[src/include/skdecode_config.svh]
// Constants shared by the sk decode RTL and its testbench.
// Only eta = 2 is supported, so each packed code is 3 bits wide.
// Changing lanes or words also changes the register field layout.
`ifndef SKDECODE_CONFIG_SVH
`define SKDECODE_CONFIG_SVH

// ML-DSA modulus and the eta bound used for the s1 and s2 polynomials
`define SKD_MLDSA_Q 8380417
`define SKD_ETA 2
`define SKD_ETA_W 3

// coefficient width, enough for values below q
`define SKD_COEFF_W 24

// eight codes per key word, 32 words per 256-coefficient polynomial
`define SKD_LANES 8
`define SKD_WORDS 32
`define SKD_IDX_W 8

// AXI4-Lite slave sizing
`define SKD_AXI_ADDR_W 5
`define SKD_AXI_DATA_W 32

`endif

[src/logic/skdecode_pkg.sv]
// Types shared by the sk decode blocks.
// Register addresses are byte addresses on word boundaries, and any other
// address is treated as unmapped.

`include "skdecode_config.svh"

package skdecode_pkg;

    // one unpacked coefficient, reduced modulo q
    typedef logic [`SKD_COEFF_W-1:0] coeff_t;

    // engine states
    // DONE and FAULT hold until firmware writes the CTRL clear bit
    typedef enum logic [1:0] {
        IDLE,
        BUSY,
        DONE,
        FAULT
    } skd_state_e;

    // register map of the AXI4-Lite slave
    typedef enum logic [`SKD_AXI_ADDR_W-1:0] {
        // bit 0 clears the engine, reads as zero
        CTRL       = 'h00,
        // bit 0 done, bit 1 error, bits 13..8 word count
        STATUS     = 'h04,
        // packed key word, eight 3-bit codes in bits 23..0
        SK_DATA    = 'h08,
        // coefficient index for the next COEFF_DATA read
        COEFF_IDX  = 'h0C,
        // stored coefficient at COEFF_IDX, read only
        COEFF_DATA = 'h10
    } skd_reg_e;

endpackage

[src/logic/skdecode_unpack_if.sv]
// Link between the register block and the unpack engine.
// sk_valid and clear are one-cycle pulses, and sk_valid is only raised
// while neither done nor error is set.

`include "skdecode_config.svh"

interface skdecode_unpack_if;

    // one accepted SK_DATA word, eight packed codes
    logic                                 sk_valid;
    logic [`SKD_LANES*`SKD_ETA_W-1:0]     sk_word;

    // return the engine to idle with count and flags zero
    logic                                 clear;

    // engine status, read back through STATUS
    logic                                 done;
    logic                                 error;
    logic [$clog2(`SKD_WORDS + 1)-1:0]    word_count;

    // the register block issues words and clears
    modport manager (
        output sk_valid, sk_word, clear,
        input  done, error, word_count
    );

    // the engine consumes words and reports its state
    modport worker (
        input  sk_valid, sk_word, clear,
        output done, error, word_count
    );

endinterface

[src/logic/skdecode_s1s2_unpack.sv]
// One unpack lane for eta = 2 codes.
// Legal codes 0 to 4 map to eta minus code modulo q, codes 5 to 7 are flagged.
// Purely combinational, all outputs are zero while enable_i is low.

`include "skdecode_config.svh"

module skdecode_s1s2_unpack (
    input  logic [`SKD_ETA_W-1:0] data_i,
    input  logic                  enable_i,
    output skdecode_pkg::coeff_t  data_o,
    output logic                  valid_o,
    output logic                  error_o
);

    always_comb begin
        data_o  = '0;
        valid_o = 1'b0;
        error_o = 1'b0;

        if (enable_i) begin
            // the lane always answers when enabled, the error flag says if the code was legal
            valid_o = 1'b1;

            case (data_i)
                // codes up to eta give a non-negative result, 2, 1 or 0
                3'd0, 3'd1, 3'd2: begin
                    data_o = skdecode_pkg::coeff_t'(`SKD_ETA - data_i);
                end
                // codes above eta wrap to q-1 and q-2
                3'd3, 3'd4: begin
                    data_o = skdecode_pkg::coeff_t'(`SKD_MLDSA_Q + `SKD_ETA - data_i);
                end
                // 5 to 7 lie outside the eta range
                default: begin
                    data_o  = '0;
                    error_o = 1'b1;
                end
            endcase
        end
    end

endmodule

[src/logic/skdecode_unpack_engine.sv]
// Unpacks one s1 or s2 polynomial, eight coefficients per key word.
// A word holding any invalid code is dropped and the engine stays in FAULT
// until a clear. Words arriving in DONE or FAULT are ignored.

`include "skdecode_config.svh"

module skdecode_unpack_engine (
    input  logic                                    clk,
    input  logic                                    reset_i,
    skdecode_unpack_if.worker                       unp,
    output logic                                    wr_en_o,
    output logic [$clog2(`SKD_WORDS)-1:0]           wr_addr_o,
    output skdecode_pkg::coeff_t [`SKD_LANES-1:0]   wr_data_o
);

    skdecode_pkg::skd_state_e               state_q;
    logic [$clog2(`SKD_WORDS + 1)-1:0]      count_q;
    skdecode_pkg::coeff_t [`SKD_LANES-1:0]  lane_data;
    logic [`SKD_LANES-1:0]                  lane_valid;
    logic [`SKD_LANES-1:0]                  lane_err;
    logic                                   word_in;
    logic                                   word_err;
    logic                                   word_ok;

    // code k of the word sits in bits 3k+2..3k
    for (genvar i = 0; i < `SKD_LANES; i++) begin : g_lane
        skdecode_s1s2_unpack u_lane (
            .data_i   (unp.sk_word[i*`SKD_ETA_W +: `SKD_ETA_W]),
            .enable_i (unp.sk_valid),
            .data_o   (lane_data[i]),
            .valid_o  (lane_valid[i]),
            .error_o  (lane_err[i])
        );
    end

    assign word_in  = &lane_valid;
    assign word_err = |lane_err;
    // only words that arrive while the polynomial is still filling are taken
    assign word_ok  = word_in && (state_q == skdecode_pkg::IDLE || state_q == skdecode_pkg::BUSY);

    always_ff @(posedge clk) begin
        if (reset_i) begin
            state_q <= skdecode_pkg::IDLE;
            count_q <= '0;
            wr_en_o <= 1'b0;
        end else begin
            wr_en_o <= 1'b0;
            if (unp.clear) begin
                // stored coefficients stay, only the control state restarts
                state_q <= skdecode_pkg::IDLE;
                count_q <= '0;
            end else if (word_ok) begin
                if (word_err) begin
                    state_q <= skdecode_pkg::FAULT;
                end else begin
                    wr_en_o <= 1'b1;
                    count_q <= count_q + 1'b1;
                    // the last word of the polynomial completes it
                    if (count_q == `SKD_WORDS - 1) begin
                        state_q <= skdecode_pkg::DONE;
                    end else begin
                        state_q <= skdecode_pkg::BUSY;
                    end
                end
            end
        end
    end

    // write port payload, qualified by wr_en_o one cycle after the word
    always_ff @(posedge clk) begin
        if (word_ok) begin
            wr_addr_o <= count_q[$clog2(`SKD_WORDS)-1:0];
            wr_data_o <= lane_data;
        end
    end

    assign unp.done       = (state_q == skdecode_pkg::DONE);
    assign unp.error      = (state_q == skdecode_pkg::FAULT);
    assign unp.word_count = count_q;

endmodule

[src/flat_wrapper.sv]
// flat-port wrapper written by rule: the top's interface ports become plain ports
module skdecode_unpack_engine_flat 
  (clk, reset_i, wr_en_o, wr_addr_o, wr_data_o, unp_sk_valid, unp_sk_word, unp_clear, unp_done, unp_error, unp_word_count);
  skdecode_unpack_if unp_i ();
  input  logic clk;
  input  logic reset_i;
  output logic wr_en_o;
  output logic [$clog2(`SKD_WORDS)-1:0] wr_addr_o;
  output skdecode_pkg::coeff_t [`SKD_LANES-1:0] wr_data_o;
  input wire logic [$bits(unp_i.sk_valid)-1:0] unp_sk_valid;
  input wire logic [$bits(unp_i.sk_word)-1:0] unp_sk_word;
  input wire logic [$bits(unp_i.clear)-1:0] unp_clear;
  output wire logic [$bits(unp_i.done)-1:0] unp_done;
  output wire logic [$bits(unp_i.error)-1:0] unp_error;
  output wire logic [$bits(unp_i.word_count)-1:0] unp_word_count;
  assign unp_i.sk_valid = unp_sk_valid;
  assign unp_i.sk_word = unp_sk_word;
  assign unp_i.clear = unp_clear;
  assign unp_done = unp_i.done;
  assign unp_error = unp_i.error;
  assign unp_word_count = unp_i.word_count;
  skdecode_unpack_engine u_core (.clk(clk), .reset_i(reset_i), .unp(unp_i), .wr_en_o(wr_en_o), .wr_addr_o(wr_addr_o), .wr_data_o(wr_data_o));
endmodule
[config.mk]
export PLATFORM = sky130hd
export DESIGN_NAME = skdecode_unpack_engine_flat
export DESIGN_NICKNAME = d
export VERILOG_FILES = /design/src/logic/skdecode_pkg.sv /design/src/logic/skdecode_unpack_if.sv /design/src/logic/skdecode_s1s2_unpack.sv /design/src/logic/skdecode_unpack_engine.sv /design/src/flat_wrapper.sv
export VERILOG_INCLUDE_DIRS = /design/src /design/src/include
export SDC_FILE = /design/constraint.sdc
export NUM_CORES = 1
export LEC_CHECK = 0
export ABC_AREA = 1
export BUFFER_PORTS_ARGS = -buffer_cell sky130_fd_sc_hd__buf_2
export CAP_MARGIN = 20
export CORE_AREA = 8 8 133 135
export DETAILED_ROUTE_END_ITERATION = 10
export DIE_AREA = 0 0 141 143
export HOLD_SLACK_MARGIN = 0.12
export PLACE_DENSITY_LB_ADDON = 0.15
export SLEW_MARGIN = 10
export SYNTH_ARGS = -nofsm -noshare
export SYNTH_HDL_FRONTEND = slang
export SYNTH_HIERARCHICAL = 1
export SYNTH_SLANG_ARGS = --single-unit
export TNS_END_PERCENT = 100
[constraint.sdc]
create_clock -name clk -period 4.3 [get_ports clk]
set_clock_uncertainty 0.05 [all_clocks]
set_input_delay 0 -clock clk [delete_from_list [all_inputs] [get_ports clk]]
set_output_delay 0 -clock clk [all_outputs]
set_load 0.02 [all_outputs]
# == Word level (Yosys, flattened, before mapping) ==
# Cells that the tools add are included.
# classes
eq_ne,36
n_bitwise,2
n_mux,28
reduce_logical,39
addsub,17
# op_table
cell,count
one-hot mux 24 bit (2 select lines),8
"subtractor 23 x 3 -> 24 bit, first input constant",8
"== test 3 x 2 -> 1 bit, second input constant",16
OR reduction 5 bit,8
"subtractor 2 x 3 -> 4 bit, first input constant",8
OR reduction 3 bit,9
"== test 3 x 1 -> 1 bit, second input constant",8
"== test 3 bit, second input constant",8
zero test 3 bit,8
two-way mux 1 bit,18
OR reduction 2 bit,9
OR reduction 8 bit,1
"adder 6 x 1 -> 6 bit, second input constant",1
"== test 6 x 5 -> 1 bit, second input constant",1
"== test 2 bit, second input constant",2
two-way mux 2 bit,2
"== test 2 x 1 -> 1 bit, second input constant",1
zero test 2 bit,1
inverter 1 bit,2
AND reduction 2 bit,1
logical AND 1 bit,1
logical OR 1 bit,1
# totals
word_cells,134
output_inout_bits,206
register_bits,206
input_bits,28

# == Longest topological paths before layout ==
# Gate-level depths: netlist (run 1).
# depth
ltp_word,7
mapped_depth,10
mapped_depth_nobuf,10

# == Hierarchy ==
# The synthesis (run 1) kept the hierarchy.
# modules_own_cells
module,area_per_inst_um2,cells_each,seq_area_each_um2,n_inst
skdecode_unpack_engine,6497.5,292,6095.8,1
skdecode_s1s2_unpack,224.0,38,0.0,8

# == Least setup slack after synthesis (run 1) ==
# No wires, ideal clock.
# synth_path
kind,register to register
from,register u_core.state_q[1]
to,register u_core.state_q[0]
synth_period_minus_slack_ns,3.284
path_slack_ns,1.016
stages_incl_launch_ff,7
t_arrival_ns,3.118
path_buffers,0
t_required_ns,4.134
setup_time_ns,0.116
path_cell_list,dfxtp_1 -> nor2_1 -> nand3_1 -> inv_2 -> nand2_1 -> o21ai_1 -> inv_1
# synth_via
elab_chain_len,3
word_cells_on_any_way,4
classes_between,1 x eq/ne; 3 x reduce/logical
# synth_lines
item,line,rtl
from (decl),skdecode_unpack_engine.sv:16,skdecode_pkg::skd_state_e state_q;
from (signal assigned),skdecode_unpack_engine.sv:43,state_q <= skdecode_pkg::IDLE;
from (signal assigned),skdecode_unpack_engine.sv:50,state_q <= skdecode_pkg::IDLE;
from (signal assigned),skdecode_unpack_engine.sv:54,state_q <= skdecode_pkg::FAULT;
== test 2 x 1 -> 1 bit or zero test 2 bit (tied branches),skdecode_unpack_engine.sv:39,assign word_ok = word_in && (state_q == skdecode_pkg::IDLE || state_q == skdecode_pkg::BUSY);
logical OR 1 bit *,skdecode_unpack_engine.sv:39,
logical AND 1 bit *,skdecode_unpack_engine.sv:39,
via u_core.word_ok,skdecode_unpack_engine.sv:23,logic word_ok;
# The timed path passes the listed nets; every way through them passes the cells marked *.
# A chain may end at the register's enable or synchronous reset.

# == Final worst setup path (run 1) ==
# layout_path
from,input unp_sk_valid
to,"register u_core/wr_data_o[121] (netlist name), enable pin"
# layout_via
elab_chain_len,2
# layout_lines
item,line,rtl
from (decl),flat_wrapper.sv:10,input wire logic [$bits(unp_i.sk_valid)-1:0] unp_sk_valid;
two-way mux 1 bit,skdecode_s1s2_unpack.sv:20,if (enable_i) begin
logical AND 1 bit,skdecode_unpack_engine.sv:39,
via u_core.word_ok,skdecode_unpack_engine.sv:23,
to (signal assigned),skdecode_unpack_engine.sv:73,wr_data_o <= lane_data;
to (decl),skdecode_unpack_engine.sv:13,output skdecode_pkg::coeff_t [`SKD_LANES-1:0] wr_data_o
# The timed path passes the listed nets, and every way through them passes these cells.

==> results of run 1 <==
[through the flow]
step / hold slack (ns) / power (mW) / setup slack, ns / instance area (um2)
final: 0.390 / 4.03 / 1.67 / 9740
after global routing: 0.382 / 4.16 / 1.45 / 9740
after CTS: 0.344 / 4.07 / 1.66 / 9740
after detailed placement: 0.296 / 2.34 / 1.68 / 8610
after global placement: 0.289 / 2.34 / 1.80 / 8610
after floorplan: 0.147 / 2.38 / 1.02 / 8290
[flip-flops by register name, summed over array words and instances, names as in the netlist]
name / flops
u_core/wr_addr_o: 5
u_core/state_q: 2
u_core/wr_en_o: 1
u_core/wr_data_o: 192
u_core/unp.word_count: 6
[cells by family (layout without fill, tap and decap cells)]
family	Yosys count	count (layout)	synth area share
flops	206	206	0.735
buf+inv	196	367	0.158
simple gates	148	148	0.0782
compound gates	34	34	0.0205
other cells	8	8	0.00362
xor+xnor	3	3	0.00317
fa+ha+maj	1	1	0.00151
[worst min-delay path, delay by kind of cell]
| family | cells | cell delay (ns) |
|---|---|---|
| buffers and inverters | 3 | 0.79 |
| AOI/OAI and AO/OA | 1 | 0.05 |
| and+or+nand+nor | 1 | 0.04 |
[worst max path at each step]
stage / startpoint / end / slack (ns) / cells past startpoint
finish: unp_sk_valid / u_core/wr_data_o[121] / 1.67 / 7
global route: unp_sk_valid / u_core/wr_data_o[127] / 1.45 / 7
CTS: unp_sk_valid / u_core/wr_data_o[113] / 1.66 / 7
detailed placement: unp_sk_valid / u_core/wr_data_o[41] / 1.68 / 6
global placement: unp_sk_valid / u_core/wr_data_o[38] / 1.80 / 6
floorplan: u_core/state_q[1] / u_core/state_q[0] / 1.02 / 6
[placed cells by master, fill, tap and decap left out, drive strengths merged, types with 9 or more instances in the layout]
master	count
a21oi	16
buf	237
clkbuf	25
dfxtp	9
dlygate4sd3	48
edfxtp	197
inv	46
nand2	66
nor2	46
nor3	24
o21ai	18
[where the power goes]
group | switching [mW] | internal, mW
Sequential | 0.000602 | 2.19
Combinational | 0.0845 | 0.0580
Clock | 0.724 | 0.967
[per-layer routing]
| layer | vias to the layer above | GRT usage | part of all wire |
|---|---|---|---|
| met5 | - | 0 | 0 |
| met4 | 0 | 0.0469 | 0.020 |
| met1 | 2127 | 0.167 | 0.36 |
| met2 | 190 | 0.282 | 0.51 |
| met3 | 30 | 0.0611 | 0.11 |
| li1 | 2174 | - | - |
[area by class of cell]
class	instances	area [um2]
Clock buffer	25	541
Clock inverter	13	105
Fill cell	1167	5850
Inverter	44	170
Multi-Input combinational cell	194	887
Sequential cell	206	6100
Tap cell	216	270
Timing Repair Buffer	285	1670
[timing repair]
action / in CTS / in global routing
hold buffers: 48 / 0
resized for setup: 0 / 0
endpoints found under the hold margin: 193 / 0
endpoints found under the setup margin: 0 / 0
==> impl_metrics.json, run 1 <==
{
  "coreArea_um2": 15600,
  "synth_top_area_frac": 0.714,
  "cts_buffers": 21,
  "drive_gt1_frac": 0.366,
  "dr.pass1.iters": 4,
  "cpPeakStageDelay_ns": 0.74,
  "path_buf_inv": 4,
  "finalSetupViolCount": 0,
  "ioPinCount": 234,
  "slew_viol_final": 0,
  "min-delay-start": "reset_i",
  "fin_crit_ns": 2.63,
  "synth.area.top_cells": "edfxtp_1 71%, buf_4 14%, nand2_1 2.9%, dfxtp_1 2.2%, nor2_1 1.9%",
  "clk_pin_slew_ns": 0.06,
  "std_cell_rows": 46,
  "fmax_ghz": 0.381,
  "drc": 0,
  "critPathRequiredTime_ns": 4.41,
  "power.density_nw_per_um2": 413,
  "viasPerCell": 4.60,
  "reg2reg_setup_slack_ns": 1.97,
  "num_vias": 4521,
  "critPathCaptureType": "flop",
  "place_inst": 896,
  "die_w_um": 141,
  "maxCapViolCount": 0,
  "dieArea_um2": 20200,
  "async_flop_share": 0,
  "finalHoldViolCount": 0,
  "yosys_warnings": 6,
  "drtIter0Drc": 254,
  "wirelength_um": 16100,
  "r2r_end": "u_core/wr_data_o[121]",
  "hold_path_end": "u_core/unp.word_count[3]",
  "critPathMaxFanout": 115,
  "area_growth_pct": 17.5,
  "gp_congestion": 0.802,
  "status": "completed",
  "cts_tree": "done",
  "yosys-top-cells-count": "197 x edfxtp_1, 152 x buf_4, 64 x nand2_1",
  "tns_ns": 0,
  "slowest_stage": "inv_6",
  "grt_pass1_wl_um": 25000,
  "ys.flop_type": "edfxtp_1",
  "clk_latency_ns": 0.48,
  "post_cts_buffers": 0,
  "syn_area_um2": 8290,
  "nNetsFinal": 781,
  "crit_arrival_ns": 2.73,
  "ys_types": 20,
  "die_h_um": 143,
  "leakage_nw": 4.23,
  "grt_max_degree": 116,
  "htree_num_levels": 1,
  "grt_pass1_vias": 4711,
  "finalNonFillerCells": 983,
  "clk_path_buf_depth": 3,
  "cts-root-buf": "clkbuf_16",
  "grt_overflow": 0,
  "reg2reg_depth": 4,
  "synthCells": 596,
  "worstSetupStartpointType": "primary input",
  "peakVddDrop_mv": 0.319,
  "ant_nets": 0,
  "io_buffers": 233,
  "post-route-util": 0.625,
  "r2r_start": "u_core/state_q[1]",
  "yosys.cell_count.top_type": "edfxtp_1",
  "initial_core_util": 0.531,
  "yosys_register_bits": 206,
  "yosys.area.top_type": "edfxtp_1",
  "min_path_type": "primary input to flop",
  "post-route-period-util": 0.611,
  "critPathKind": "primary input to flop",
  "cts_sinks": 206,
  "ys_seq_area_frac": 0.735,
  "wl_per_cell_um": 16.4,
  "rsz0062_at_grt": "no",
  "slew-limit-headroom": 0.324,
  "syn-num-nets": 625,
  "antenna_found_initial": 0,
  "tightest_slew_ns": 1.01,
  "dp_hpwl_um": 11300,
  "min_delay_path_depth": 5,
  "path_cells": "dlygate4sd3_1, buf_2, nand2_1, nor2_1, nand3_1, inv_6, buf_4",
  "critical_path.top_delay_family": "buffers and inverters",
  "synth-edff-count": 197,
  "track_usage": 0.157,
  "syn_area_per_cell_um2": 13.9,
  "antenna_cells": 0
}
No activity file was read; power rests on OpenSTA's default activity.
==> run 2: changes to the inputs <==
- CORE_AREA: 8 8 133 135 -> 8 8 140 142
- DIE_AREA: 0 0 141 143 -> 0 0 148 150
- clock period: 4.3 -> 2.2 ns (I/O delays scaled with it)
==> run 2 against run 1 <==
Net effect: die area grew 10%; cell count grew 2.0%; combinational power grew 100%; via count grew 0.44%; total power grew 95%; first-iteration DRC count grew 7.5%; sequential share of layout area shrank 0.85 points; non-clock buffer count grew 10; setup slack lost 1.3 ns; hold slack lost 0.012 ns; flip-flop and latch count is the same; highest routed layer unchanged.
==> impl_metrics.json, run 2 (synthesized netlist as in run 1, its figures left out) <==
{
  "finalSetupViolCount": 0,
  "power.density_nw_per_um2": 796,
  "place_inst": 922,
  "die_h_um": 150,
  "grt_pass1_vias": 4573,
  "coreArea_um2": 17500,
  "initial_core_util": 0.473,
  "drive_gt1_frac": 0.376,
  "tns_ns": 0,
  "cts_hold_buf": 46,
  "dp_slack_ns": 0.441,
  "critPathCaptureType": "flop",
  "critPathRequiredTime_ns": 2.36,
  "largest_reg_flops": 192,
  "die_w_um": 148,
  "tightest_slew_ns": 0.660,
  "grt_max_degree": 50,
  "cts_resized": 0,
  "clk_latency_ns": 0.48,
  "clk_pin_slew_ns": 0.06,
  "num_vias": 4541,
  "slew_viol_final": 0,
  "wirelength_um": 16200,
  "final_common_cell": "buf_2",
  "clk_path_buf_depth": 3,
  "dieArea_um2": 22200,
  "post-route-period-util": 0.853,
  "cts_buffers": 21,
  "slew-limit-headroom": 0.559,
  "grt_pass1_wl_um": 24700,
  "maxCapViolCount": 0,
  "rsz0062_at_grt": "no",
  "ant_nets": 0,
  "viasPerCell": 4.53,
  "setup_ws_ns": 0.324,
  "finalHoldViolCount": 0,
  "peakVddDrop_mv": 0.586,
  "post_cts_buffers": 0,
  "wl_per_cell_um": 16.2,
  "critPathMaxFanout": 5,
  "status": "completed",
  "min_path_type": "primary input to flop",
  "area_growth_pct": 19.2,
  "std_cell_rows": 49,
  "hold_ws_ns": 0.378,
  "dp_hpwl_um": 11600,
  "n_fill_cell": 1468,
  "grt_overflow": 0,
  "cts-root-buf": "clkbuf_16",
  "critPathKind": "primary input to flop",
  "cts_sinks": 206,
  "fmax_ghz": 0.533,
  "fin_crit_ns": 1.88,
  "gp_congestion": 0.784,
  "dr.pass1.iters": 4,
  "finalNonFillerCells": 1003,
  "cts_tree": "done",
  "final_cell_mix": "233 x buf_2, 197 x edfxtp_1, 64 x nand2_1",
  "leakage_nw": 4.30,
  "drc": 0,
  "antenna_found_initial": 0,
  "top_register": "u_core/wr_data_o",
  "crit_arrival_ns": 2.04,
  "ioPinCount": 234,
  "worstSetupStartpointType": "primary input",
  "htree_num_levels": 1,
  "track_usage": 0.141,
  "nNetsFinal": 791,
  "drtIter0Drc": 273,
  "antenna_cells": 0,
  "io_buffers": 233
}
==> run 2: final timing paths <==
check                                start                  endpoint  slack, ns  cells past startpoint
hold / removal                     reset_i  u_core/unp.word_count[3]       0.38                      5
hold reg to reg   u_core/unp.word_count[5]  u_core/unp.word_count[5]       0.45                      2
setup reg to reg         u_core/state_q[1]     u_core/wr_data_o[164]       0.53                      4
setup / recovery           unp_sk_word[10]      u_core/wr_data_o[72]       0.32                      7
==> run 2: routing by layer <==
layer  vias up  GRT usage  routed length, um
li1       2191          -                  -
met1      2128      0.166               6380
met2       203      0.237               7770
met3        19     0.0550               1850
met4         0     0.0367                231
met5         -          0                  0
==> run 2: worst max-delay path: stages <==
cell	delay, ns
dlygate4sd3_1	0.54
buf_2	0.14
inv_1	0.05
a21oi_1	0.14
dlygate4sd3_1	0.57
nor2_1	0.05
dlygate4sd3_1	0.55
==> run 2: layout make-up <==
cell class / instances / area [um2] / share of cell area
timing repair buffer: 295 / 1800 / 0.182
clock inverter: 11 / 104 / 0.0105
inverter: 44 / 170 / 0.0172
sequential: 206 / 6100 / 0.617
tap: 229 / 287 / 0.0290
clock buffer: 24 / 537 / 0.0543
multi-input combinational: 194 / 887 / 0.0898
==> run 2: per-stage QoR <==
step / utilization / total power [mW] / area [um2]
after floorplan: - / 4.65 / 8290
after global placement: 0.501 / 4.58 / 8780
after detailed placement: 0.501 / 4.59 / 8780
after CTS: 0.563 / 7.95 / 9880
after global routing: 0.563 / 8.15 / 9880
final: 0.563 / 7.86 / 9880
==> run 2: where the power goes <==
group	internal (mW)	switching [mW]	total, mW
clock network	1.97	1.31	3.29
registers	4.28	0.00113	4.29
logic	0.119	0.170	0.289
total	6.38	1.49	7.86
==> run 3: changes to the inputs <==
- PLACE_DENSITY: default -> 0.81
- PLACE_DENSITY_LB_ADDON: 0.15 -> default
==> run 3 against run 2 <==
Net effect: hold slack worse by 0.32 ns; sequential power about the same; die area unchanged; clock power up 7.6%; setup slack worse by 0.14 ns; register-to-register slack worse by 0.21 ns; sequential share of layout area down 0.64 points; fmax down 7.1%; critical path depth up 6; first-iteration DRC count down 9.5%; critical endpoint is now u_core/unp.word_count[5].
==> impl_metrics.json, run 3 (synthesized netlist as in run 1, its figures left out) <==
{
  "gp_congestion": 0.788,
  "worstSetupStartpointType": "primary input",
  "wirelength_um": 17300,
  "final_cell_mix": "233 x buf_2, 197 x edfxtp_1, 64 x nand2_1",
  "dr.pass1.iters": 4,
  "antenna_found_initial": 0,
  "dieArea_um2": 22200,
  "final_common_cell": "buf_2",
  "clk_latency_ns": 0.48,
  "largest_reg_flops": 192,
  "drtIter0Drc": 247,
  "fin_crit_ns": 2.02,
  "slew-limit-headroom": 0.310,
  "power.share.clock": 0.436,
  "post_cts_buffers": 0,
  "tns_ns": 0,
  "p_comb_frac": 0.037,
  "area_growth_pct": 20.4,
  "initial_core_util": 0.473,
  "cts_sinks": 206,
  "wl_per_cell_um": 17.2,
  "power_mw": 8.13,
  "drc": 0,
  "finalHoldViolCount": 0,
  "power.density_nw_per_um2": 815,
  "grt_pass1_wl_um": 26400,
  "ant_nets": 0,
  "grt_pass1_vias": 4707,
  "std_cell_rows": 49,
  "internal-power_mw": 6.61,
  "grt_overflow": 0,
  "dp_hpwl_um": 11800,
  "coreArea_um2": 17500,
  "cts_buffers": 20,
  "post-route-period-util": 0.918,
  "die_h_um": 150,
  "io_buffers": 233,
  "critPathRequiredTime_ns": 2.52,
  "finalSetupViolCount": 0,
  "cts-root-buf": "clkbuf_16",
  "clk_path_buf_depth": 3,
  "crit_arrival_ns": 2.34,
  "fmax_ghz": 0.495,
  "rsz0062_at_grt": "no",
  "status": "completed",
  "maxCapViolCount": 0,
  "min_path_type": "primary input to flop",
  "p_seq_frac": 0.527,
  "power_switching_share": 0.187,
  "die_w_um": 148,
  "leakage_nw": 4.35,
  "critPathKind": "primary input to flop",
  "peakVddDrop_mv": 0.600,
  "nNetsFinal": 794,
  "tightest_slew_ns": 1.03,
  "antenna_cells": 0,
  "critPathMaxFanout": 6,
  "viasPerCell": 4.62,
  "track_usage": 0.151,
  "num_vias": 4654,
  "grt_max_degree": 41,
  "htree_num_levels": 1,
  "critPathCaptureType": "flop",
  "top_register": "u_core/wr_data_o",
  "ioPinCount": 234,
  "p_sw_mw": 1.52,
  "cts_tree": "done",
  "n_fill_cell": 1374,
  "clk_pin_slew_ns": 0.06,
  "drive_gt1_frac": 0.370,
  "slew_viol_final": 0
}
run 3: cell types whose count changed in the layout (fill, tap and decap cells not counted), sizes merged:
cell and change:
dlygate4sd3 +8, clkbuf -1, bufinv +2, buf -4
clkinv +1, clkinvlp -1
run 3: path summary, 6_finish.rpt:
kind	endpoint	startpoint	slack, ns	cells after the start
max reg2reg	u_core/unp.word_count[4]	u_core/unp.word_count[0]	0.32	7
min	u_core/wr_data_o[145]	unp_sk_valid	0.06	3
max	u_core/unp.word_count[5]	unp_sk_word[3]	0.18	13
min reg2reg	u_core/unp.word_count[3]	u_core/unp.word_count[3]	0.47	2
run 3: area by class of cell:
cell class              count  area [um2]  area share
repair buffers            299        1850       0.185
multi-input cells         194         890      0.0891
clock inverters            13         159      0.0159
well taps                 229         287      0.0287
flip-flops and latches    206        6100       0.611
inverters                  44         170      0.0170
clock buffers              23         533      0.0534
run 3: routing by layer:
layer,share of wire,routed length [um],track usage,vias to the layer above
li1,-,-,-,2206
met5,0,0,0,-
met1,0.37,6440,0.167,2203
met4,0.015,268,0.0413,0
met2,0.50,8650,0.267,222
met3,0.11,1950,0.0568,23
run 3: power groups by stage:
stage          clock, mW  combinational, mW  sequential [mW]
2_1_floorplan          0              0.276             4.37
3_3_place_gp           0              0.215             4.37
3_5_place_dp           0              0.225             4.37
4_1_cts             3.63              0.301             4.28
5_1_grt             3.80              0.341             4.28
6_report            3.54              0.303             4.28
run 3: through the flow:
stage / util / area, um2 / hold slack, ns / std cells / setup slack [ns]
2_1_floorplan: - / 8290 / 0.147 / 596 / 0.127
3_3_place_gp: 0.499 / 8750 / 0.289 / 918 / 0.495
3_5_place_dp: 0.499 / 8750 / 0.303 / 918 / 0.420
4_1_cts: 0.570 / 9990 / 0.169 / 1009 / 0.0129
5_1_grt: 0.569 / 9980 / 0.120 / 1008 / 0.000978
6_report: 0.569 / 9980 / 0.0582 / 1008 / 0.180
run 3: critical path, stage by stage:
cell,delay (ns)
dlygate4sd3_1,0.56
buf_2,0.16
o21ai_0,0.23
nor2_1,0.10
inv_1,0.06
nand2_1,0.06
nor2_1,0.14
nand2_2,0.10
inv_2,0.07
nand2_1,0.15
nand2_1,0.10
a21oi_1,0.05
dlygate4sd3_1,0.54
run 3: what timing repair did:
item                       in CTS  in global routing
setup endpoints to repair       0                  2
resized for setup               0                  2
hold buffers                   55                  0
hold endpoints to repair      193                  0
