[config.mk]
export PLATFORM = sky130hd
export DESIGN_NAME = skdecode_axil_regs_flat
export DESIGN_NICKNAME = d
export VERILOG_FILES = /design/src/logic/skdecode_pkg.sv /design/src/logic/skdecode_unpack_if.sv /design/src/logic/skdecode_axil_regs.sv /design/src/flat_wrapper.sv
export VERILOG_INCLUDE_DIRS = /design/src /design/src/include
export SDC_FILE = /design/constraint.sdc
export NUM_CORES = 1
export LEC_CHECK = 0
export ABC_CLOCK_PERIOD_IN_PS = 1700
export BUFFER_PORTS_ARGS = -buffer_cell sky130_fd_sc_hd__buf_2
export CAP_MARGIN = 20
export CORE_ASPECT_RATIO = 1.2
export CORE_UTILIZATION = 38
export CTS_CLUSTER_SIZE = 10
export DETAILED_ROUTE_END_ITERATION = 10
export GPL_TIMING_DRIVEN = 0
export HOLD_SLACK_MARGIN = 0.03
export PLACE_DENSITY = 0.76
export SLEW_MARGIN = 20
export SYNTH_ARGS = -nofsm -noshare
export SYNTH_HDL_FRONTEND = slang
export SYNTH_SLANG_ARGS = --single-unit
[constraint.sdc]
create_clock -name clk -period 1.7 [get_ports clk]
set_input_delay 0.17 -clock clk [delete_from_list [all_inputs] [get_ports clk]]
set_output_delay 0.17 -clock clk [all_outputs]
set_load 0.01 [all_outputs]
[src/include/skdecode_config.svh]
// Constants shared by the sk decode RTL and its testbench.
// Only eta = 2 is supported, so each packed code is 3 bits wide.
// Changing lanes or words also changes the register field layout.
`ifndef SKDECODE_CONFIG_SVH
`define SKDECODE_CONFIG_SVH

// ML-DSA modulus and the eta bound used for the s1 and s2 polynomials
`define SKD_MLDSA_Q 8380417
`define SKD_ETA 2
`define SKD_ETA_W 3

// coefficient width, enough for values below q
`define SKD_COEFF_W 24

// eight codes per key word, 32 words per 256-coefficient polynomial
`define SKD_LANES 8
`define SKD_WORDS 32
`define SKD_IDX_W 8

// AXI4-Lite slave sizing
`define SKD_AXI_ADDR_W 5
`define SKD_AXI_DATA_W 32

`endif

[src/logic/skdecode_pkg.sv]
// Types shared by the sk decode blocks.
// Register addresses are byte addresses on word boundaries, and any other
// address is treated as unmapped.

`include "skdecode_config.svh"

package skdecode_pkg;

    // one unpacked coefficient, reduced modulo q
    typedef logic [`SKD_COEFF_W-1:0] coeff_t;

    // engine states
    // DONE and FAULT hold until firmware writes the CTRL clear bit
    typedef enum logic [1:0] {
        IDLE,
        BUSY,
        DONE,
        FAULT
    } skd_state_e;

    // register map of the AXI4-Lite slave
    typedef enum logic [`SKD_AXI_ADDR_W-1:0] {
        // bit 0 clears the engine, reads as zero
        CTRL       = 'h00,
        // bit 0 done, bit 1 error, bits 13..8 word count
        STATUS     = 'h04,
        // packed key word, eight 3-bit codes in bits 23..0
        SK_DATA    = 'h08,
        // coefficient index for the next COEFF_DATA read
        COEFF_IDX  = 'h0C,
        // stored coefficient at COEFF_IDX, read only
        COEFF_DATA = 'h10
    } skd_reg_e;

endpackage

[src/logic/skdecode_unpack_if.sv]
// Link between the register block and the unpack engine.
// sk_valid and clear are one-cycle pulses, and sk_valid is only raised
// while neither done nor error is set.

`include "skdecode_config.svh"

interface skdecode_unpack_if;

    // one accepted SK_DATA word, eight packed codes
    logic                                 sk_valid;
    logic [`SKD_LANES*`SKD_ETA_W-1:0]     sk_word;

    // return the engine to idle with count and flags zero
    logic                                 clear;

    // engine status, read back through STATUS
    logic                                 done;
    logic                                 error;
    logic [$clog2(`SKD_WORDS + 1)-1:0]    word_count;

    // the register block issues words and clears
    modport manager (
        output sk_valid, sk_word, clear,
        input  done, error, word_count
    );

    // the engine consumes words and reports its state
    modport worker (
        input  sk_valid, sk_word, clear,
        output done, error, word_count
    );

endinterface

[src/logic/skdecode_axil_regs.sv]
// AXI4-Lite slave for the sk decode registers.
// One read and one write may be open at a time, AW and W are taken together.
// WSTRB is ignored, every write is a full word.
// COEFF_DATA reads take one extra cycle for the coefficient memory.

`include "skdecode_config.svh"

module skdecode_axil_regs (
    input  logic                          clk,
    input  logic                          reset_i,
    input  logic                          awvalid_i,
    output logic                          awready_o,
    input  logic [`SKD_AXI_ADDR_W-1:0]    awaddr_i,
    input  logic                          wvalid_i,
    output logic                          wready_o,
    input  logic [`SKD_AXI_DATA_W-1:0]    wdata_i,
    input  logic [`SKD_AXI_DATA_W/8-1:0]  wstrb_i,
    output logic                          bvalid_o,
    input  logic                          bready_i,
    output logic [1:0]                    bresp_o,
    input  logic                          arvalid_i,
    output logic                          arready_o,
    input  logic [`SKD_AXI_ADDR_W-1:0]    araddr_i,
    output logic                          rvalid_o,
    input  logic                          rready_i,
    output logic [`SKD_AXI_DATA_W-1:0]    rdata_o,
    output logic [1:0]                    rresp_o,
    skdecode_unpack_if.manager            unp,
    output logic                          rd_en_o,
    output logic [`SKD_IDX_W-1:0]         rd_idx_o,
    input  skdecode_pkg::coeff_t          rd_data_i
);

    localparam logic [1:0] RespOkay   = 2'b00;
    localparam logic [1:0] RespSlverr = 2'b10;

    logic                        wr_hs;
    logic                        ar_hs;
    logic [1:0]                  wr_resp;
    logic                        sk_accept;
    logic                        clr_req;
    logic                        idx_we;
    logic [`SKD_AXI_DATA_W-1:0]  rd_word;
    logic [1:0]                  rd_resp;
    logic                        rd_coeff;
    logic                        rd_pend_q;
    logic [`SKD_IDX_W-1:0]       coeff_idx_q;

    // awready and wready rise together and stay up one cycle
    assign wr_hs = awready_o & awvalid_i & wvalid_i;
    assign ar_hs = arready_o & arvalid_i;
    assign wready_o = awready_o;

    // write decode, STATUS, COEFF_DATA and unmapped addresses all fall to SLVERR
    always_comb begin
        wr_resp   = RespOkay;
        sk_accept = 1'b0;
        clr_req   = 1'b0;
        idx_we    = 1'b0;
        case (skdecode_pkg::skd_reg_e'(awaddr_i))
            skdecode_pkg::CTRL:      clr_req = wdata_i[0];
            skdecode_pkg::COEFF_IDX: idx_we = 1'b1;
            skdecode_pkg::SK_DATA: begin
                // a finished or faulted polynomial takes no more words
                if (unp.done || unp.error) begin
                    wr_resp = RespSlverr;
                end else begin
                    sk_accept = 1'b1;
                end
            end
            default:                 wr_resp = RespSlverr;
        endcase
    end

    // the engine sees the word in the handshake cycle and stores it on the next one
    assign unp.sk_valid = wr_hs & sk_accept;
    assign unp.sk_word  = wdata_i[`SKD_LANES*`SKD_ETA_W-1:0];
    assign unp.clear    = wr_hs & clr_req;

    always_ff @(posedge clk) begin
        if (reset_i) begin
            awready_o   <= 1'b0;
            bvalid_o    <= 1'b0;
            bresp_o     <= RespOkay;
            coeff_idx_q <= '0;
        end else begin
            if (wr_hs) begin
                awready_o <= 1'b0;
                bvalid_o  <= 1'b1;
                bresp_o   <= wr_resp;
                if (idx_we) begin
                    coeff_idx_q <= wdata_i[`SKD_IDX_W-1:0];
                end
            end else if (bvalid_o) begin
                // no new address or data is taken until the response is gone
                if (bready_i) begin
                    bvalid_o <= 1'b0;
                end
            end else if (!awready_o && awvalid_i && wvalid_i) begin
                awready_o <= 1'b1;
            end
        end
    end

    // read decode, write-only registers read back as zero
    always_comb begin
        rd_word  = '0;
        rd_resp  = RespOkay;
        rd_coeff = 1'b0;
        case (skdecode_pkg::skd_reg_e'(araddr_i))
            skdecode_pkg::CTRL, skdecode_pkg::SK_DATA: rd_word = '0;
            skdecode_pkg::STATUS: begin
                rd_word[0]    = unp.done;
                rd_word[1]    = unp.error;
                rd_word[13:8] = unp.word_count;
            end
            skdecode_pkg::COEFF_IDX:  rd_word[`SKD_IDX_W-1:0] = coeff_idx_q;
            skdecode_pkg::COEFF_DATA: rd_coeff = 1'b1;
            default:                  rd_resp = RespSlverr;
        endcase
    end

    // memory lookup starts in the AR handshake cycle
    assign rd_en_o  = ar_hs & rd_coeff;
    assign rd_idx_o = coeff_idx_q;

    always_ff @(posedge clk) begin
        if (reset_i) begin
            arready_o <= 1'b0;
            rvalid_o  <= 1'b0;
            rd_pend_q <= 1'b0;
            rdata_o   <= '0;
            rresp_o   <= RespOkay;
        end else begin
            if (ar_hs) begin
                arready_o <= 1'b0;
                if (rd_coeff) begin
                    rd_pend_q <= 1'b1;
                end else begin
                    rvalid_o <= 1'b1;
                    rdata_o  <= rd_word;
                    rresp_o  <= rd_resp;
                end
            end else if (rd_pend_q) begin
                // memory output is valid now, return it zero-extended
                rd_pend_q <= 1'b0;
                rvalid_o  <= 1'b1;
                rdata_o   <= {{(`SKD_AXI_DATA_W - `SKD_COEFF_W){1'b0}}, rd_data_i};
                rresp_o   <= RespOkay;
            end else if (rvalid_o) begin
                if (rready_i) begin
                    rvalid_o <= 1'b0;
                end
            end else if (!arready_o && arvalid_i) begin
                arready_o <= 1'b1;
            end
        end
    end

endmodule

[src/flat_wrapper.sv]
// flat-port wrapper written by rule: the top's interface ports become plain ports
module skdecode_axil_regs_flat 
  (clk, reset_i, awvalid_i, awready_o, awaddr_i, wvalid_i, wready_o, wdata_i, wstrb_i, bvalid_o, bready_i, bresp_o, arvalid_i, arready_o, araddr_i, rvalid_o, rready_i, rdata_o, rresp_o, rd_en_o, rd_idx_o, rd_data_i, unp_sk_valid, unp_sk_word, unp_clear, unp_done, unp_error, unp_word_count);
  skdecode_unpack_if unp_i ();
  input  logic clk;
  input  logic reset_i;
  input  logic awvalid_i;
  output logic awready_o;
  input  logic [`SKD_AXI_ADDR_W-1:0] awaddr_i;
  input  logic wvalid_i;
  output logic wready_o;
  input  logic [`SKD_AXI_DATA_W-1:0] wdata_i;
  input  logic [`SKD_AXI_DATA_W/8-1:0] wstrb_i;
  output logic bvalid_o;
  input  logic bready_i;
  output logic [1:0] bresp_o;
  input  logic arvalid_i;
  output logic arready_o;
  input  logic [`SKD_AXI_ADDR_W-1:0] araddr_i;
  output logic rvalid_o;
  input  logic rready_i;
  output logic [`SKD_AXI_DATA_W-1:0] rdata_o;
  output logic [1:0] rresp_o;
  output logic rd_en_o;
  output logic [`SKD_IDX_W-1:0] rd_idx_o;
  input  skdecode_pkg::coeff_t rd_data_i;
  output wire logic [$bits(unp_i.sk_valid)-1:0] unp_sk_valid;
  output wire logic [$bits(unp_i.sk_word)-1:0] unp_sk_word;
  output wire logic [$bits(unp_i.clear)-1:0] unp_clear;
  input wire logic [$bits(unp_i.done)-1:0] unp_done;
  input wire logic [$bits(unp_i.error)-1:0] unp_error;
  input wire logic [$bits(unp_i.word_count)-1:0] unp_word_count;
  assign unp_sk_valid = unp_i.sk_valid;
  assign unp_sk_word = unp_i.sk_word;
  assign unp_clear = unp_i.clear;
  assign unp_i.done = unp_done;
  assign unp_i.error = unp_error;
  assign unp_i.word_count = unp_word_count;
  skdecode_axil_regs u_core (.clk(clk), .reset_i(reset_i), .awvalid_i(awvalid_i), .awready_o(awready_o), .awaddr_i(awaddr_i), .wvalid_i(wvalid_i), .wready_o(wready_o), .wdata_i(wdata_i), .wstrb_i(wstrb_i), .bvalid_o(bvalid_o), .bready_i(bready_i), .bresp_o(bresp_o), .arvalid_i(arvalid_i), .arready_o(arready_o), .araddr_i(araddr_i), .rvalid_o(rvalid_o), .rready_i(rready_i), .rdata_o(rdata_o), .rresp_o(rresp_o), .unp(unp_i), .rd_en_o(rd_en_o), .rd_idx_o(rd_idx_o), .rd_data_i(rd_data_i));
endmodule
## After elaboration in Yosys (flattened, before gate mapping)

Index checks and enable logic that the tools add are counted.

| word-level totals | value |
|---|---|
| flip-flop bits (word level) | 49 |
| input bits | 85 |
| output and inout port bits | 76 |
| logic and storage cells | 69 |

| operators by class | value |
|---|---|
| eq/ne operators | 7 |
| multiplexer cells | 25 |
| bitwise gates (word level) | 10 |
| reduce and logical (&&, ||, !) cells | 18 |

Operator list:

| cell | number |
|---|---|
| two-way mux 32 bit | 3 |
| equality test 5 x 4 -> 1 bit (second input constant) | 4 |
| two-way mux 1 bit | 13 |
| two-way mux 6 bit | 2 |
| zero test 5 bit | 2 |
| two-way mux 2 bit | 5 |
| case mux 2 bit (2 select lines) | 2 |
| OR reduction 2 bit | 4 |
| bitwise AND 1 bit | 6 |
| AND reduction 2 bit | 3 |
| equality test 5 x 3 -> 1 bit (second input constant) | 1 |
| equality test 5 bit (second input constant) | 1 |
| OR reduction 5 bit | 1 |
| inverter 1 bit | 4 |
| logical AND 1 bit | 3 |
| AND reduction 3 bit | 1 |
| zero test 1 bit | 2 |
| != test 2 bit (second input constant) | 1 |
| nonzero test 2 bit | 1 |
| logical OR 1 bit | 1 |

## Logic depth before layout (Yosys ltp)

Gate-level depths: netlist of the first run.

| depth | value |
|---|---|
| depth after elaboration | 5 |
| mapped depth | 5 |
| gate-level depth less buffers | 4 |

## Worst setup path before layout of the first run

No wires, ideal clock.

| timing | value |
|---|---|
| path kind | reg2out |
| start | reg u_core.awready_o |
| end | out unp_clear |
| arrival | 1.313 ns |
| required time | 1.530 ns |
| slack | 0.217 ns |
| stages on the path, launching flop included | 4 |
| path buffers | 0 |
| cells stage by stage | dfxtp_1 nor4b_1 nand3_1 nor4b_1 |

| on the way | value |
|---|---|
| word-level cells in the longest chain between the ends | 3 |

Ends and longest elaborated chain:

| element | line | RTL |
|---|---|---|
| from (decl) | skdecode_axil_regs.sv:12 | `output logic awready_o,` |
| from (signal assigned) | skdecode_axil_regs.sv:82 | `awready_o <= 1'b0;` |
| from (signal assigned) | skdecode_axil_regs.sv:88 | `awready_o <= 1'b0;` |
| from (signal assigned) | skdecode_axil_regs.sv:100 | `awready_o <= 1'b1;` |
| bitwise AND 1 bit (2 in series) | skdecode_axil_regs.sv:50 | `assign wr_hs = awready_o & awvalid_i & wvalid_i;` |
| bitwise AND 1 bit | skdecode_axil_regs.sv:78 | `assign unp.clear = wr_hs & clr_req;` |
| to (decl) | flat_wrapper.sv:29 | `output wire logic [$bits(unp_i.clear)-1:0] unp_clear;` |

Every way passes these cells.

## Final worst setup path of the first run

Same ends and word-level chain as after synthesis.

==> metrics.md, run 1 <==
| Metric | Value |
|---|---|
| Total number of vias | `1,936` |
| Critical path data arrival time | `1.40 ns` |
| Max-cap violations | `0` |
| Overall die area | `about 5400 µm²` |
| Clock H-tree levels | `2` |
| Total CTS buffers | `5` |
| Detail Route Antenna Nets | `0` |
| Global Route Usage Sum | `approximately 18%` |
| RR Endpoint | `u_core.rdata_o[6]$_SDFFE_PP0P_` |
| Post-synthesis instance area | `slightly below 2000 µm²` |
| Maximum number of pins on one net before global-route repair | `13` |
| Root Driver | `clkbuf_8` |
| Area growth from synthesis to final layout | `44.7%` |
| Core footprint | `~4900 µm²` |
| R2r startpoint | `u_core.arready_o$_SDFFE_PP0P_` |
| Detailed-route wire length per cell | `12.0 µm` |
| Worst r2r path cells | `5` |
| Number of rows in the core area | `28` |
| Global route overflow | `0` |
| Count of unique library cells instantiated by Yosys | `36` |
| Io pins | `161` |
| Residual DRC count | `0` |
| Maximum ir drop on the vdd rail | `0.420 mV` |
| Worst Skew | `approximately 0.0030 ns` |
| Number of clock sinks | `39` |
| Final hold slack | `0.110 ns` |
| Commonest cells in the netlist | `dfxtp_1, buf_4, nor2_1` |
| Placed wire-length estimate after detailed placement | `slightly below 4 mm` |
| Detail-routed via count per cell | `~4.7` |
| Starting utilization of the core area | `between 30 and 40%` |
| Share of the cycle needed by the critical path after routing | `between 90% and 100%` |
| Crit path capture | `unp_clear` |
| Max Root-Sink Buffers | `2` |
| Hold crit path type | `in -> reg` |
| Clock-pin slew of the registers on the worst-case setup and hold paths | `roughly 0.070 ns` |
| Post-detailed-routing wire length | `between 4 and 5 mm` |
| Avg Inst Size Synth | `between 9 and 10 µm²` |
| Req. time, crit path | `around 1.5 ns` |
| Top cells by area, synth | `dfxtp_1, buf_4, mux2i_1, nor2_1, a211oi_2` |
| Later-pin clock latency in the skew report | `0.28 ns` |
| Cell count after synthesis | `about 210` |
| Final slew viol count | `0` |
| Final instance area | `2790 µm²` |
| Slew margin rel. | `between 50% and 60%` |
| Number of synthesized flops with an enable pin | `0` |
| Worst Setup End Kind | `primary output` |
| Height of the die | `between 80 and 90 µm` |
| Dominant synthesized flop cell | `dfxtp_1` |
| Area share of the largest cell type after synthesis | `between 40% and 50%` |
| Number of fill cells | `~470` |
| Least-Margin Pin Slew | `0.614 ns` |
| Final setup vio count | `0` |
| TritonCTS clock tree | `done` |
| R2R Setup Slk | `roughly 0.17 ns` |
| Number of antenna violations at the first check in global routing | `0` |
| Async set or reset register ratio after synthesis | `0%` |
| Routability-driven placement congestion ratio | `just over 0.7` |
| Inserted Diodes | `0` |
| Layout net count | `435` |
| Die Wd | `approximately 67 µm` |
| Share of layout cells above drive strength 1 | `approximately 54%` |
| Post-layout min period | `between 1.5 and 2 ns` |
| Static leakage | `0.00138 µW` |
| Category of the worst setup path launch point | `flip-flop` |
| Utilization of the core after routing | `approximately 57%` |
| Hold violation total from the final report | `0` |
| Most repeated cell in the gate-level netlist after synthesis | `dfxtp_1` |
| Highest fanout seen on the critical path | `6` |
| Dominant cell type by area after synthesis | `dfxtp_1` |
| Number of DRC markers after the initial detailed-route iteration | `a little under 50` |
| Number of port buffers | `approximately 120` |
| Setup repair after global routing missed its margin | `no` |
| Cell area after placement | `2650 µm²` |
| Sequential share of the synthesized area | `40.4%` |
| Status | `finished, final reports clean` |
| Startpoint of the most critical setup path | `u_core.awready_o$_SDFFE_PP0P_` |
| First-pass GRT wire length | `about 7.4 mm` |
| Maximum clock frequency | `637 MHz` |
| Number of global-route vias before repair | `1,690` |
| Number of warning messages in the yosys log | `0` |
| Buffer count from post-CTS setup fixing | `0` |
| Setup tns final | `0 ns` |
| Count of TritonRoute iterations in the first routing pass | `4` |
| Number of synthesized register bits | `39` |
| Total power density per cell area | `between 700 and 800 nW/µm²` |
| Critical path type | `reg -> out` |
[stage by stage]
step / instances / worst slack, ns / power, µW
floorplan: 221 / 0.217 / 1170
global placement: 403 / 0.0838 / 1310
detailed placement: 403 / 0.0647 / 1320
CTS: 411 / 0.0294 / 2120
global route: 411 / 0.00659 / 2200
finish: 411 / 0.130 / 2090
[state kept, by name, summed over array words and instances, names as in the netlist]
| name | count |
|---|---|
| u_core.arready_o | 1 |
| u_core.awready_o | 1 |
| u_core.bresp_o | 1 |
| u_core.bvalid_o | 1 |
| u_core.rd_idx_o | 8 |
| u_core.rd_pend_q | 1 |
| u_core.rdata_o | 24 |
| u_core.rresp_o | 1 |
| u_core.rvalid_o | 1 |
[worst min path at each step]
stage / startpoint / endpoint / slack, ns / depth (start not counted)
2_1_floorplan: rd_data_i[14] / u_core.rdata_o[14]$_SDFFE_PP0P_ / 0.30 / 1
3_3_place_gp: rd_data_i[1] / u_core.rdata_o[1]$_SDFFE_PP0P_ / 0.40 / 2
3_5_place_dp: rd_data_i[23] / u_core.rdata_o[23]$_SDFFE_PP0P_ / 0.40 / 2
4_1_cts: rd_data_i[23] / u_core.rdata_o[23]$_SDFFE_PP0P_ / 0.10 / 2
5_1_grt: rd_data_i[15] / u_core.rdata_o[15]$_SDFFE_PP0P_ / 0.10 / 2
6_report: rd_data_i[18] / u_core.rdata_o[18]$_SDFFE_PP0P_ / 0.11 / 2
[cells by family after synthesis]
logic type / count (synthesis) / share of synthesized area (%)
simple gates: 66 / 18.3
compound gates: 49 / 19.4
buf+inv: 47 / 16.5
flops: 39 / 40.4
mux: 10 / 5.18
other cells: 1 / 0.194
[power by group]
part | leakage [µW] | total, µW | switching (µW) | internal (µW)
combinational | 0.00100 | 350 | 171 | 179
sequential | 0.000317 | 953 | 16.0 | 937
clock | 0.0000612 | 784 | 309 | 475
total | 0.00138 | 2090 | 496 | 1590
[final cells by class]
cell class                 instances  area [µm²]  share of cell area, %
buffer                            44         309                   11.1
clock buffer                       6        82.6                   2.96
clock inverter                     2        35.0                   1.25
inverter                           3        11.3                  0.403
multi-input combinational        135         886                   31.7
sequential                        39         785                   28.1
tap                               60        75.1                   2.69
timing repair buffer             122         611                   21.9
[cells in the final DEF, fill, tap and decap left out, types with 2 or more instances in the layout]
master,Yosys,final
clkbuf_1,4,2
a22o_1,10,10
o21ai_1,6,6
nand3_1,3,2
clkbuf_2,0,2
a21oi_1,7,7
a221o_1,2,2
and2_1,2,2
o21ai_0,8,8
buf_2,2,124
mux2i_1,10,10
a211oi_2,7,7
conb_1,1,10
inv_1,3,3
nor2_1,25,25
nor4_1,4,4
buf_4,37,37
dfxtp_1,39,38
nand2b_1,4,4
nand2_1,14,14
clkbuf_8,0,6
nor3_1,3,3
a211oi_1,5,5
[critical path, stage by stage, from the launching register on]
cell and delay, ns:
dfxtp_4 0.37, nor4b_4 0.22, nand3_2 0.13, nor4b_1 0.23
buf_2 0.17
[routing by layer]
| metal | vias up | GRT usage (%) | wire length [µm] |
|---|---|---|---|
| li1 | 971 | - | - |
| met1 | 854 | 18.7 | 1970 |
| met2 | 103 | 32.3 | 2410 |
| met3 | 8 | 6.68 | 469 |
| met4 | 0 | 6.38 | 65 |
| met5 | - | 0 | 0 |
[what timing repair did]
| item | 4_1_cts | 5_1_grt |
|---|---|---|
| endpoints found under the setup margin | 2 | 12 |
| resized for setup | 3 | 6 |
| hold buffers | 0 | 0 |
Power figures use the tool's default switching activity.
==> inputs of run 2 (changes only) <==
--- a/config.mk
+++ b/config.mk
@@ -6,16 +6,16 @@
 export SDC_FILE = /design/constraint.sdc
 export NUM_CORES = 1
 export LEC_CHECK = 0
-export ABC_CLOCK_PERIOD_IN_PS = 1700
+export ABC_CLOCK_PERIOD_IN_PS = 2050
 export BUFFER_PORTS_ARGS = -buffer_cell sky130_fd_sc_hd__buf_2
 export CAP_MARGIN = 20
 export CORE_ASPECT_RATIO = 1.2
-export CORE_UTILIZATION = 38
+export CORE_UTILIZATION = 41
 export CTS_CLUSTER_SIZE = 10
 export DETAILED_ROUTE_END_ITERATION = 10
 export GPL_TIMING_DRIVEN = 0
 export HOLD_SLACK_MARGIN = 0.03
-export PLACE_DENSITY = 0.76
+export PLACE_DENSITY = 0.82
 export SLEW_MARGIN = 20
 export SYNTH_ARGS = -nofsm -noshare
 export SYNTH_HDL_FRONTEND = slang
==> constraint.sdc (replaced) <==
create_clock -name clk -period 2.05 [get_ports clk]
set_input_delay 0.205 -clock clk [delete_from_list [all_inputs] [get_ports clk]]
set_output_delay 0.205 -clock clk [all_outputs]
set_load 0.01 [all_outputs]
==> metrics.md, run 2 (same netlist as run 1, synthesis figures left out) <==
| Metric | Value |
|---|---|
| Status | `finished, final reports clean` |
| R2r startpoint | `u_core.arready_o$_SDFFE_PP0P_` |
| Post-detailed-routing wire length | `4.99 mm (+1.6%)` |
| Hold path cells | `2 (unchanged)` |
| Number of DRC markers after the initial detailed-route iteration | `67 (+37%)` |
| Final instance area | `2770 µm² (-1.0%)` |
| Later-pin clock latency in the skew report | `0.29 ns (about the same)` |
| Buffer count from post-CTS setup fixing | `0 (unchanged)` |
| Inserted Diodes | `0 (unchanged)` |
| Starting utilization of the core area | `42.3% (+3.0 points)` |
| Hold crit path type | `in -> reg` |
| Max Root-Sink Buffers | `2 (unchanged)` |
| Share of layout cells above drive strength 1 | `52.4% (-1.4 points)` |
| Number of port buffers | `122 (unchanged)` |
| Req. time, crit path | `1.85 ns (+0.32 ns)` |
| Global Route Usage Sum | `20.2% (+2.2 points)` |
| Placed wire-length estimate after detailed placement | `4.05 mm (+4.3%)` |
| Clock share of power | `37.9% (+0.3 points)` |
| Largest register FFs | `24 (unchanged)` |
| Layout net count | `435 (unchanged)` |
| Final Total Pwr | `1730 µW (-17%)` |
| Critical path data arrival time | `1.63 ns (+0.23 ns)` |
| Final slew viol count | `0 (unchanged)` |
| Die Wd | `64.6 µm (-3.6%)` |
| Hold violation total from the final report | `0 (unchanged)` |
| Total number of vias | `1,952 (+0.83%)` |
| Least-Margin Pin Slew | `0.575 ns (-0.0399 ns)` |
| Core footprint | `4560 µm² (-7.0%)` |
| Maximum number of pins on one net before global-route repair | `13 (unchanged)` |
| Maximum clock frequency | `~550 MHz` |
| RR Endpoint | `u_core.rdata_o[11]$_SDFFE_PP0P_` |
| Proportion of power drawn by combinational gates | `16.5% (-0.3 points)` |
| Post-layout min period | `between 1.5 and 2 ns` |
| Count of TritonRoute iterations in the first routing pass | `6 (+2)` |
| Number of global-route vias before repair | `1,757 (+4.0%)` |
| Clock-pin slew of the registers on the worst-case setup and hold paths | `0.08 ns (about the same)` |
| Root Driver | `clkbuf_8` |
| Reg power frac | `45.6% (about the same)` |
| End point of the most critical hold path | `u_core.rdata_o[20]$_SDFFE_PP0P_` |
| Worst Setup End Kind | `primary output` |
| Number of antenna violations at the first check in global routing | `0 (unchanged)` |
| Cell area after placement | `2650 µm² (about the same)` |
| Detailed-route wire length per cell | `12.2 µm (+2.1%)` |
| Category of the worst setup path launch point | `flip-flop` |
| Routability-driven placement congestion ratio | `0.768 (+5.5%)` |
| Total CTS buffers | `5 (unchanged)` |
| Hold-fix buffer count after cts | `0 (unchanged)` |
| Detail Route Antenna Nets | `0 (unchanged)` |
| Critical path type | `reg -> out` |
| Overall die area | `4990 µm² (-7.1%)` |
| Total power density per cell area | `627 nW/µm² (-16%)` |
| Area growth from synthesis to final layout | `43.2%` |
| Global route overflow | `0 (unchanged)` |
| Io pins | `161 (unchanged)` |
| Number of rows in the core area | `27 (-3.6%)` |
| Number of instances resized during post-cts repair | `0 (-3)` |
| First-pass GRT wire length | `7.75 mm (+4.3%)` |
| Setup slack of the critical path after layout | `0.217 ns (+0.0866 ns)` |
| Maximum ir drop on the vdd rail | `0.425 mV (+1.4%)` |
| Worst r2r path cells | `5 (unchanged)` |
| Max-cap violations | `0 (unchanged)` |
| Final hold slack | `0.132 ns (+0.0224 ns)` |
| Top library cells by usage in the layout, fill and taps aside | `buf_2, dfxtp_1, buf_4` |
| Setup repair after global routing missed its margin | `no` |
| R2R Setup Slk | `0.43 ns (+0.26 ns)` |
| Most common cell after layout, fill and taps aside | `buf_2` |
| Worst Skew | `0.00477 ns (+0.00181 ns)` |
| Final setup vio count | `0 (unchanged)` |
| Number of clock sinks | `39 (unchanged)` |
| Detail-routed via count per cell | `4.77 (+1.3%)` |
| Hold path startpoint | `rd_data_i[20]` |
| Minimum setup slack after placement | `0.427 ns (+0.363 ns)` |
| Residual DRC count | `0 (unchanged)` |
| Highest fanout seen on the critical path | `6 (unchanged)` |
| TritonCTS clock tree | `done` |
| Static leakage | `0.00137 µW (-0.78%)` |
| Internal Dissipation | `1320 µW (-17%)` |
| Slew margin rel. | `61.7% (+2.7 points)` |
| Setup tns final | `0 ns (unchanged)` |
| Power spent charging and discharging nets | `416 µW (-16%)` |
| Share of the cycle needed by the critical path after routing | `around nine tenths` |
| Register with the most flip-flops | `u_core.rdata_o` |
| Clock H-tree levels | `2 (unchanged)` |
| Switching Share | `24.0% (+0.21 points)` |
| Height of the die | `77.2 µm (-3.6%)` |
[run 2: cell count changes in the layout (fill, tap and decap cells not counted)]
cell      change
clkbuf_1      +2
clkbuf_2      -2
dfxtp_1       +1
dfxtp_4       -1
nand3_1       +1
nand3_2       -1
nor4b_1       +1
nor4b_4       -1
[run 2: final cells by class]
type,count,area (µm²)
Inverter,3,11.3
Buffer,44,307
Tap cell,58,72.6
Fill cell,436,1800
Timing Repair Buffer,122,611
Clock inverter,2,35.0
Clock buffer,6,82.6
Sequential cell,39,781
Multi-Input combinational cell,135,866
[run 2: stage by stage]
step / util (%) / instances
finish: 60.6 / 409
global placement: 58.1 / 401
global route: 60.6 / 409
detailed placement: 58.1 / 401
floorplan: - / 221
CTS: 60.6 / 409
[run 2: how the worst max path moves through the flow]
stage,start,endpoint,slack (ns)
2_1_floorplan,u_core.awready_o$_SDFFE_PP0P_,unp_clear,0.53
5_1_grt,u_core.awready_o$_SDFFE_PP0P_,unp_clear,0.04
3_5_place_dp,u_core.awready_o$_SDFFE_PP0P_,u_core.rd_idx_o[2]$_SDFFE_PP0P_,0.43
6_report,u_core.awready_o$_SDFFE_PP0P_,unp_clear,0.22
3_3_place_gp,u_core.awready_o$_SDFFE_PP0P_,u_core.rd_idx_o[2]$_SDFFE_PP0P_,0.46
4_1_cts,u_core.awready_o$_SDFFE_PP0P_,unp_clear,0.19
[run 2: power by group through the flow]
stage,clock [µW],sequential [µW],combinational [µW]
6_report,657,791,287
5_1_grt,712,793,314
4_1_cts,669,791,289
3_5_place_dp,0,808,288
3_3_place_gp,0,807,283
2_1_floorplan,0,817,151
[run 2: layer usage]
layer  wire [µm]  vias up  track usage [%]
met5           0        -                0
met4          39        0             5.56
met3         422        5             6.70
met2        2510       98             35.6
met1        2020      875             22.8
li1            -      974                -
[run 2: critical path: stages, from the launching register on]
cell and delay [ns]:
dfxtp_1 0.41, nor4b_1 0.33, nand3_1 0.18, nor4b_1 0.25
buf_2 0.17
